### config.mk
export PLATFORM = sky130hd
export DESIGN_NAME = synth_top
export DESIGN_NICKNAME = d
export VERILOG_FILES = /design/src/common/synth_pkg.sv /design/src/hdl/synth_top.sv /design/src/hdl/i2s_tx.sv /design/src/synth/voice_mixer.sv /design/src/synth/voice_osc.sv /design/src/synth/voice_alloc.sv
export SDC_FILE = /design/constraint.sdc
export NUM_CORES = 1
export LEC_CHECK = 0
export ABC_AREA = 1
export CAP_MARGIN = 25
export CORE_MARGIN = 2
export CORE_UTILIZATION = 42
export CTS_BUF_LIST = sky130_fd_sc_hd__clkbuf_4
export DETAILED_ROUTE_END_ITERATION = 8
export DONT_BUFFER_PORTS = 1
export GPL_TIMING_DRIVEN = 0
export PLACE_DENSITY = 0.54
export SYNTH_ARGS = -nofsm -noshare
export SYNTH_HDL_FRONTEND = slang
export SYNTH_SLANG_ARGS = --single-unit
export TNS_END_PERCENT = 50
### constraint.sdc
create_clock -name clk -period 7.06 [get_ports clk]
set_clock_uncertainty 0.1 [all_clocks]
set_input_delay 0.353 -clock clk [delete_from_list [all_inputs] [get_ports clk]]
set_output_delay 0.353 -clock clk [all_outputs]
set_load 0.01 [all_outputs]
### src/common/synth_pkg.sv
// samples are unsigned 16-bit words that wrap; FRAME_BITS must stay 2 * SAMPLE_W
`default_nettype none

package synth_pkg;

    // ====================
    // widths
    // ====================
    localparam int SAMPLE_W = 16;   // one audio word
    localparam int NOTE_W   = 7;    // note number range 0..127

    // i2s frame, left word then right word
    localparam int FRAME_BITS = 2 * SAMPLE_W;

    // ====================
    // types
    // ====================
    // audio sample and mix value, no sign
    typedef logic [SAMPLE_W-1:0] sample_t;

    // phase and step; a voice puts its phase straight out as the sample
    typedef logic [SAMPLE_W-1:0] phase_t;

    typedef logic [NOTE_W-1:0] note_t;

endpackage

`default_nettype wire
### src/hdl/synth_top.sv
// single clock domain; notes without a free voice are lost and ext source is never stalled
`timescale 1ns/1ps
`default_nettype none

module synth_top #(
    parameter int VOICES   = 8,
    parameter int BCLK_DIV = 4
) (
    input  wire logic               clk,
    input  wire logic               arst_n,
    input  wire logic               note_on,
    input  wire logic               note_off,
    input  wire synth_pkg::note_t   note_id,
    input  wire synth_pkg::phase_t  note_incr,
    input  wire logic               ext_sel,     // high plays the external stream
    input  wire synth_pkg::sample_t ext_left,
    input  wire synth_pkg::sample_t ext_right,
    output logic                    ext_ack,
    output logic [VOICES-1:0]       voice_free,  // status map, one bit per voice
    output logic                    bclk,
    output logic                    lrclk,
    output logic                    dacdat
);

    logic [VOICES-1:0]  voice_start;
    logic [VOICES-1:0]  voice_active;
    synth_pkg::phase_t  voice_incr;       // shared, valid with start
    logic               sample_tick;
    synth_pkg::sample_t voice_sample [VOICES];
    synth_pkg::sample_t mix;

    // ====================
    // voice allocation
    // ====================
    voice_alloc #(
        .VOICES     (VOICES)
    ) voice_alloc_inst (
        .clk        (clk),
        .arst_n     (arst_n),
        .note_on    (note_on),
        .note_off   (note_off),
        .note_id    (note_id),
        .note_incr  (note_incr),
        .voice_free (voice_free),
        .start      (voice_start),
        .active     (voice_active),
        .incr       (voice_incr)
    );

    // ====================
    // voices
    // ====================
    for (genvar v = 0; v < VOICES; v++)
    begin : g_voice
        voice_osc voice_osc_inst (
            .clk         (clk),
            .arst_n      (arst_n),
            .start       (voice_start[v]),
            .active      (voice_active[v]),
            .incr        (voice_incr),
            .sample_tick (sample_tick),
            .sample      (voice_sample[v])
        );
    end

    voice_mixer #(
        .VOICES       (VOICES)
    ) voice_mixer_inst (
        .clk          (clk),
        .arst_n       (arst_n),
        .voice_sample (voice_sample),
        .mix          (mix)
    );

    // ====================
    // i2s output
    // ====================
    i2s_tx #(
        .BCLK_DIV    (BCLK_DIV)
    ) i2s_tx_inst (
        .clk         (clk),
        .arst_n      (arst_n),
        .mix         (mix),
        .ext_sel     (ext_sel),
        .ext_left    (ext_left),
        .ext_right   (ext_right),
        .ext_ack     (ext_ack),
        .sample_tick (sample_tick),   // paces all voices
        .bclk        (bclk),
        .lrclk       (lrclk),
        .dacdat      (dacdat)
    );

endmodule

`default_nettype wire

### src/hdl/i2s_tx.sv
// standard i2s, 16-bit words in a 32-bit frame; bclk derived from clk, no back-pressure
`timescale 1ns/1ps
`default_nettype none

module i2s_tx #(
    parameter int BCLK_DIV = 4
) (
    input  wire logic               clk,
    input  wire logic               arst_n,
    input  wire synth_pkg::sample_t mix,
    input  wire logic               ext_sel,
    input  wire synth_pkg::sample_t ext_left,
    input  wire synth_pkg::sample_t ext_right,
    output logic                    ext_ack,
    output logic                    sample_tick,
    output logic                    bclk,
    output logic                    lrclk,
    output logic                    dacdat
);

    localparam int DIV_W = (BCLK_DIV > 1) ? $clog2(BCLK_DIV) : 1;
    localparam int BIT_W = $clog2(synth_pkg::FRAME_BITS);

    logic [DIV_W-1:0]                  div_cnt;
    logic                              half_tick;   // bclk toggles
    logic                              bclk_fall;
    logic [BIT_W-1:0]                  bit_cnt;     // current bit slot
    logic [BIT_W-1:0]                  bit_cnt_next;
    logic                              frame_start;
    logic [synth_pkg::FRAME_BITS-1:0]  shreg;

    // ====================
    // bit clock
    // ====================
    assign half_tick = (div_cnt == DIV_W'(BCLK_DIV - 1));
    assign bclk_fall = half_tick && bclk;

    always_ff @(posedge clk or negedge arst_n)
    begin
        if (!arst_n)
        begin
            div_cnt <= '0;
            bclk    <= 1'b0;
        end
        else if (half_tick)
        begin
            div_cnt <= '0;
            bclk    <= ~bclk;
        end
        else
        begin
            div_cnt <= div_cnt + DIV_W'(1);
        end
    end

    // ====================
    // frame counter
    // ====================
    assign frame_start  = bclk_fall && (bit_cnt == BIT_W'(synth_pkg::FRAME_BITS - 1));
    assign bit_cnt_next = frame_start ? '0 : bit_cnt + BIT_W'(1);

    always_ff @(posedge clk or negedge arst_n)
    begin
        if (!arst_n)
        begin
            bit_cnt     <= BIT_W'(synth_pkg::FRAME_BITS - 1);   // first fall opens a frame
            lrclk       <= 1'b0;
            sample_tick <= 1'b0;
            ext_ack     <= 1'b0;
        end
        else
        begin
            sample_tick <= frame_start;
            ext_ack     <= frame_start && ext_sel;   // pop strobe for the playback source
            if (bclk_fall)
            begin
                bit_cnt <= bit_cnt_next;
                lrclk   <= (bit_cnt_next >= BIT_W'(synth_pkg::SAMPLE_W));   // high = right
            end
        end
    end

    // ====================
    // serializer
    // ====================
    // dacdat trails lrclk by one slot, so slot 0 still carries the old right lsb
    always_ff @(posedge clk or negedge arst_n)
    begin
        if (!arst_n)
        begin
            shreg  <= '0;
            dacdat <= 1'b0;
        end
        else if (bclk_fall)
        begin
            dacdat <= shreg[synth_pkg::FRAME_BITS-1];
            if (frame_start)
            begin
                if (ext_sel)
                begin
                    shreg <= {ext_left, ext_right};
                end
                else
                begin
                    shreg <= {mix, mix};   // same mix on both channels
                end
            end
            else
            begin
                shreg <= {shreg[synth_pkg::FRAME_BITS-2:0], 1'b0};
            end
        end
    end

endmodule

`default_nettype wire

### src/synth/voice_mixer.sv
// plain modular sum of all voices, no saturation or scaling; one cycle latency
`timescale 1ns/1ps
`default_nettype none

module voice_mixer #(
    parameter int VOICES = 8
) (
    input  wire logic               clk,
    input  wire logic               arst_n,
    input  wire synth_pkg::sample_t voice_sample [VOICES],
    output synth_pkg::sample_t      mix
);

    synth_pkg::sample_t sum;

    // adder chain over the voice loop
    always_comb
    begin
        sum = '0;
        for (int v = 0; v < VOICES; v++)
        begin
            sum = sum + voice_sample[v];   // overflow just wraps
        end
    end

    always_ff @(posedge clk or negedge arst_n)
    begin
        if (!arst_n)
        begin
            mix <= '0;
        end
        else
        begin
            mix <= sum;
        end
    end

endmodule

`default_nettype wire

### src/synth/voice_osc.sv
// sawtooth from a 16-bit phase accumulator; steps only on sample_tick, silent when idle
`timescale 1ns/1ps
`default_nettype none

module voice_osc (
    input  wire logic              clk,
    input  wire logic              arst_n,
    input  wire logic              start,
    input  wire logic              active,
    input  wire synth_pkg::phase_t incr,
    input  wire logic              sample_tick,
    output synth_pkg::sample_t     sample
);

    synth_pkg::phase_t phase;
    synth_pkg::phase_t step;   // latched increment of the held note

    always_ff @(posedge clk or negedge arst_n)
    begin
        if (!arst_n)
        begin
            phase <= '0;
        end
        else if (start)
        begin
            phase <= '0;   // restart the ramp
        end
        else if (sample_tick && active)
        begin
            phase <= phase + step;   // wraps mod 2^16
        end
    end

    always_ff @(posedge clk)
    begin
        if (start)
        begin
            step <= incr;
        end
    end

    // saw is the phase itself
    assign sample = active ? phase : '0;

endmodule

`default_nettype wire

### src/synth/voice_alloc.sv
// lowest free voice wins; note-on with a full map is dropped, note-off is applied first
`timescale 1ns/1ps
`default_nettype none

module voice_alloc #(
    parameter int VOICES = 8
) (
    input  wire logic                   clk,
    input  wire logic                   arst_n,
    input  wire logic                   note_on,
    input  wire logic                   note_off,
    input  wire synth_pkg::note_t       note_id,
    input  wire synth_pkg::phase_t      note_incr,
    output logic [VOICES-1:0]           voice_free,
    output logic [VOICES-1:0]           start,
    output logic [VOICES-1:0]           active,
    output synth_pkg::phase_t           incr
);

    // ====================
    // voice table
    // ====================
    synth_pkg::note_t  note_tab [VOICES];  // note held by each voice

    logic [VOICES-1:0] release_hit;     // busy voices matching note_off
    logic [VOICES-1:0] free_after_off;
    logic [VOICES-1:0] pick;            // one-hot, lowest free
    logic [VOICES-1:0] start_next;

    // release side
    always_comb
    begin
        for (int v = 0; v < VOICES; v++)
        begin
            release_hit[v] = note_off && !voice_free[v] && (note_tab[v] == note_id);
        end
    end

    assign free_after_off = voice_free | release_hit;

    // isolate lowest set bit, zero when nothing is free
    assign pick = free_after_off & (~free_after_off + VOICES'(1));

    assign start_next = note_on ? pick : '0;

    // ====================
    // registered outputs
    // ====================
    always_ff @(posedge clk or negedge arst_n)
    begin
        if (!arst_n)
        begin
            voice_free <= '1;   // all voices idle
            start      <= '0;
        end
        else
        begin
            voice_free <= free_after_off & ~start_next;
            start      <= start_next;
        end
    end

    // increment lines up with start
    always_ff @(posedge clk)
    begin
        if (note_on)
        begin
            incr <= note_incr;
        end
    end

    always_ff @(posedge clk)
    begin
        for (int v = 0; v < VOICES; v++)
        begin
            if (start_next[v])
            begin
                note_tab[v] <= note_id;
            end
        end
    end

    assign active = ~voice_free;

endmodule

`default_nettype wire

==> impl_results.md <==
- Outcome: finished clean
- First-pass GRT wire length: 113300 um
- Most frequent cell after synthesis: sky130_fd_sc_hd__nand2_1
- Share of cells above drive strength 1: 8.523%
- Io pins: 72
- Register-to-Register Setup Slack: 1.80 ns
- Logic depth of the worst register-to-register path: 16
- Pin count of the biggest net entering global routing: 205
- Transition time at the pin with the least slew margin: 1.190 ns
- Post-synthesis sequential element count: 404
- Period utilisation layout: between 70% and 80%
- Upper clock frequency limit: 190.0 MHz
- H-tree levels: 3
- Commonest cells in the synthesized netlist: sky130_fd_sc_hd__nand2_1 (654), sky130_fd_sc_hd__inv_1 (350), sky130_fd_sc_hd__nor2_1 (286), sky130_fd_sc_hd__a21oi_1 (276), sky130_fd_sc_hd__edfxtp_1 (200)
- Number of fillers in the final layout: 5453
- Proportion of register bits with asynchronous set or reset after synthesis: 50.50%
- Cells after synthesis: 2755
- Setup repair after global routing missed its margin: no
- Worst setup path endpoint: voice_mixer_inst.mix[12]
- Overflow after GRT: 0
- Number of enable flip-flop cells after synthesis: 200
- Core outline area: 56600 sq um
- Pwr per Cell Area: approximately 190 nW/um^2
- Critical Path Source: voice_alloc_inst.voice_free[2]
- Clock tree from TritonCTS: built
- Power consumption: approximately 5.2 mW
- Max-cap check violation count: 0
- Clock network latency to the later pin of the worst-skew pair: a little over 0.9 ns
- Worst min-delay path class: in -> reg
- Launch instance of the worst register-to-register path: voice_alloc_inst.voice_free[2]
- Setup TNS: 0 ns
- Count of buffers added by post-CTS timing repair for setup: 0
- Final core utilization: 49.04%
- Chip width: 243.9 um
- DRC violations left: 0
- Detail-routed via count per cell: 5.220
- Post-route minimum period: 5.263 ns
- Final net count: about 3300
- Clock tree sinks: 404
- Primary FF master, synth: sky130_fd_sc_hd__edfxtp_1
- Die outline area: about 60000 sq um
- Height of the chip: 243.9 um
- Storage cell area: 11130 sq um
- VDD IR-drop max: 153.3 uV
- Fin. max-slew vios: 0
- Top area cells in the synthesized netlist: sky130_fd_sc_hd__edfxtp_1 (25%), sky130_fd_sc_hd__dfrtp_1 (20%), sky130_fd_sc_hd__nand2_1 (10%)
- Router iterations before antenna repair: 5
- DRC marker count from the first detailed-route iteration: 1621
- Library cell used as clock root buffer: sky130_fd_sc_hd__clkbuf_4
- Net count after synthesis: approximately 3000
- Number of placement rows: 87
- Growth of design area from synthesis to finish: 14.80%
- Worst setup SP type: flop
- LEAKAGE: 12.97 nW
- Vias post-DR: 20023
- Arrival time at the worst endpoint: 5.93 ns
- Count of input and output buffers: 0
- Setup CP Type: reg -> reg
- Clock Path Buffers: 3
- Number of antenna violations at the first check in global routing: 10
- Fraction of post-synthesis cell area in the top cell type by area: between 20% and 30%
- Max FO, Critical Path: 10
- Sequential-to-total area share from yosys stat: 46.02%
- Setup-violating endpoint count in the final report: 0
- Vias in the first global route: ~20000
- Remaining antenna violation count after routing: 0
- Global placer's final weighted congestion: ~0.97
- Mapped Area: between 20000 and 25000 sq um
- Total routing usage reported by global routing: 24.95%
- Yosys synthesis warning count: 0
- Detail-routed net length per standard cell: 19.26 um
- Total wire length: between 70000 and 80000 um
- Distinct cell type count of the synthesized netlist: 43
- Endpoint kind of the worst setup timing path: flop
- Clock transition at the registers of the reported paths: 0.07 ns
- Endpoint of the worst register-to-register path: voice_mixer_inst.mix[12]
- Final HPWL from detailed placement: about 53000 um
- Total clock buffers created by CTS: 112
- Cell accounting for the most synthesized area: sky130_fd_sc_hd__edfxtp_1
- Area of the multi-input gates: 11440 sq um
- Slew Limit Headroom: 20.65%
- Mean post-synth cell area: a little under 9 sq um
- Data required time of the critical path: 7.73 ns
- Initial Util: a little over two fifths
- Hold violation total from the final report: 0
==> placed cells by master, fill, tap and decap left out, drive strengths merged, types with 11 or more instances in the layout <==
master	Yosys	routed
nand2	658	658
inv	363	366
nor2	296	296
a21oi	276	276
edfxtp	200	200
clkbuf	24	198
dfrtp	191	191
o21ai	183	183
ha	139	139
nand3	113	113
dlygate4sd3	0	105
fa	95	95
clkinv	4	36
o22ai	28	28
buf	23	25
a21o	18	18
xor2	17	17
xnor2	16	16
o211ai	15	15
nand4	13	13
dfstp	13	13
nor4	11	11
nor3	11	11
==> worst max-delay path, stage by stage (launching register included) <==
cell                       delay (ns)
sky130_fd_sc_hd__dfstp_2         0.67
sky130_fd_sc_hd__clkbuf_1        0.36
sky130_fd_sc_hd__nor2_1          0.16
sky130_fd_sc_hd__fa_1            0.58
sky130_fd_sc_hd__fa_1            0.49
sky130_fd_sc_hd__fa_1            0.52
sky130_fd_sc_hd__inv_1           0.05
sky130_fd_sc_hd__fa_1            0.43
sky130_fd_sc_hd__inv_1           0.07
sky130_fd_sc_hd__ha_1            0.16
sky130_fd_sc_hd__inv_1           0.06
sky130_fd_sc_hd__fa_1            0.46
sky130_fd_sc_hd__o21ai_0         0.48
sky130_fd_sc_hd__a21o_1          0.22
sky130_fd_sc_hd__nand2_1         0.06
sky130_fd_sc_hd__nand3_1         0.07
sky130_fd_sc_hd__xor2_1          0.16
==> per-stage QoR <==
step           hold slack [ns]  worst slack (ns)  instances  instance area [sq um]
6_report               0.08356             1.797       3836                  27760
5_1_grt                0.06143             1.524       3836                  27760
4_1_cts               0.003543             1.756       3830                  27740
3_5_place_dp          -0.03697             1.861       3511                  25130
3_3_place_gp          -0.03789             1.866       3511                  25130
2_1_floorplan         -0.04259             2.539       2755                  24180
==> report_power, final <==
part | switching, mW | internal [mW] | leakage (nW) | total (mW)
sequential | 0.0837 | 2.54 | 4.47 | 2.62
clock | 1.07 | 1.19 | 0.902 | 2.26
combinational | 0.219 | 0.117 | 7.60 | 0.336
==> metal layers <==
| metal | up-vias | share of wire (%) | GRT usage (%) |
|---|---|---|---|
| met5 | - | 0 | 0 |
| met4 | 0 | 3.1 | 7.981 |
| met3 | 171 | 5.8 | 4.752 |
| met2 | 613 | 46 | 40.32 |
| met1 | 9607 | 45 | 33.91 |
| li1 | 9632 | - | - |
==> state kept, by name (all words and copies together), names as in the netlist, 2 cells and up <==
name and flops:
voice_alloc_inst.start 8, voice_alloc_inst.note_tab 56, voice_alloc_inst.incr 16, i2s_tx_inst.div_cnt 2, voice_mixer_inst.mix 16, g_voice.voice_osc_inst.phase 128
i2s_tx_inst.shreg 32, g_voice.voice_osc_inst.step 128, i2s_tx_inst.bit_cnt 5, voice_alloc_inst.voice_free 8
==> how the worst min path moves through the flow <==
stage,from,endpoint,depth (start not counted),slack [ns]
after floorplan,arst_n,g_voice[0].voice_osc_inst.phase[0],0,-0.04
after global placement,arst_n,i2s_tx_inst.shreg[3],0,-0.04
after detailed placement,arst_n,i2s_tx_inst.shreg[2],0,-0.04
after CTS,note_id[5],voice_alloc_inst.voice_free[7],8,0.004
after global routing,note_id[5],voice_alloc_inst.voice_free[7],8,0.06
final,note_id[5],voice_alloc_inst.voice_free[6],8,0.08
==> layout make-up <==
class,instances,area share [%]
plain buffers,47,0.8564
well taps,756,3.408
repair buffers,107,3.958
multi-input cells,1937,41.20
clock inverters,38,0.7663
flip-flops and latches,404,40.09
diodes,6,0.05409
clock buffers,174,4.706
inverters,367,4.963
==> logic make-up after synthesis <==
family                   after synthesis  synth area share, %
XOR/XNOR                              33                1.195
AND/OR/NAND/NOR                     1121                18.88
buffers and inverters                414                6.680
adder cells (fa/ha/maj)              234                15.06
flip-flops                           404                46.02
AO/OA/AOI/OAI                        549                12.17
==> timing repair <==
item	CTS	global route
endpoints found under the hold margin	397	0
hold buffers	107	0
gates resized for setup	0	0
No activity file was read; power rests on OpenSTA's default activity.
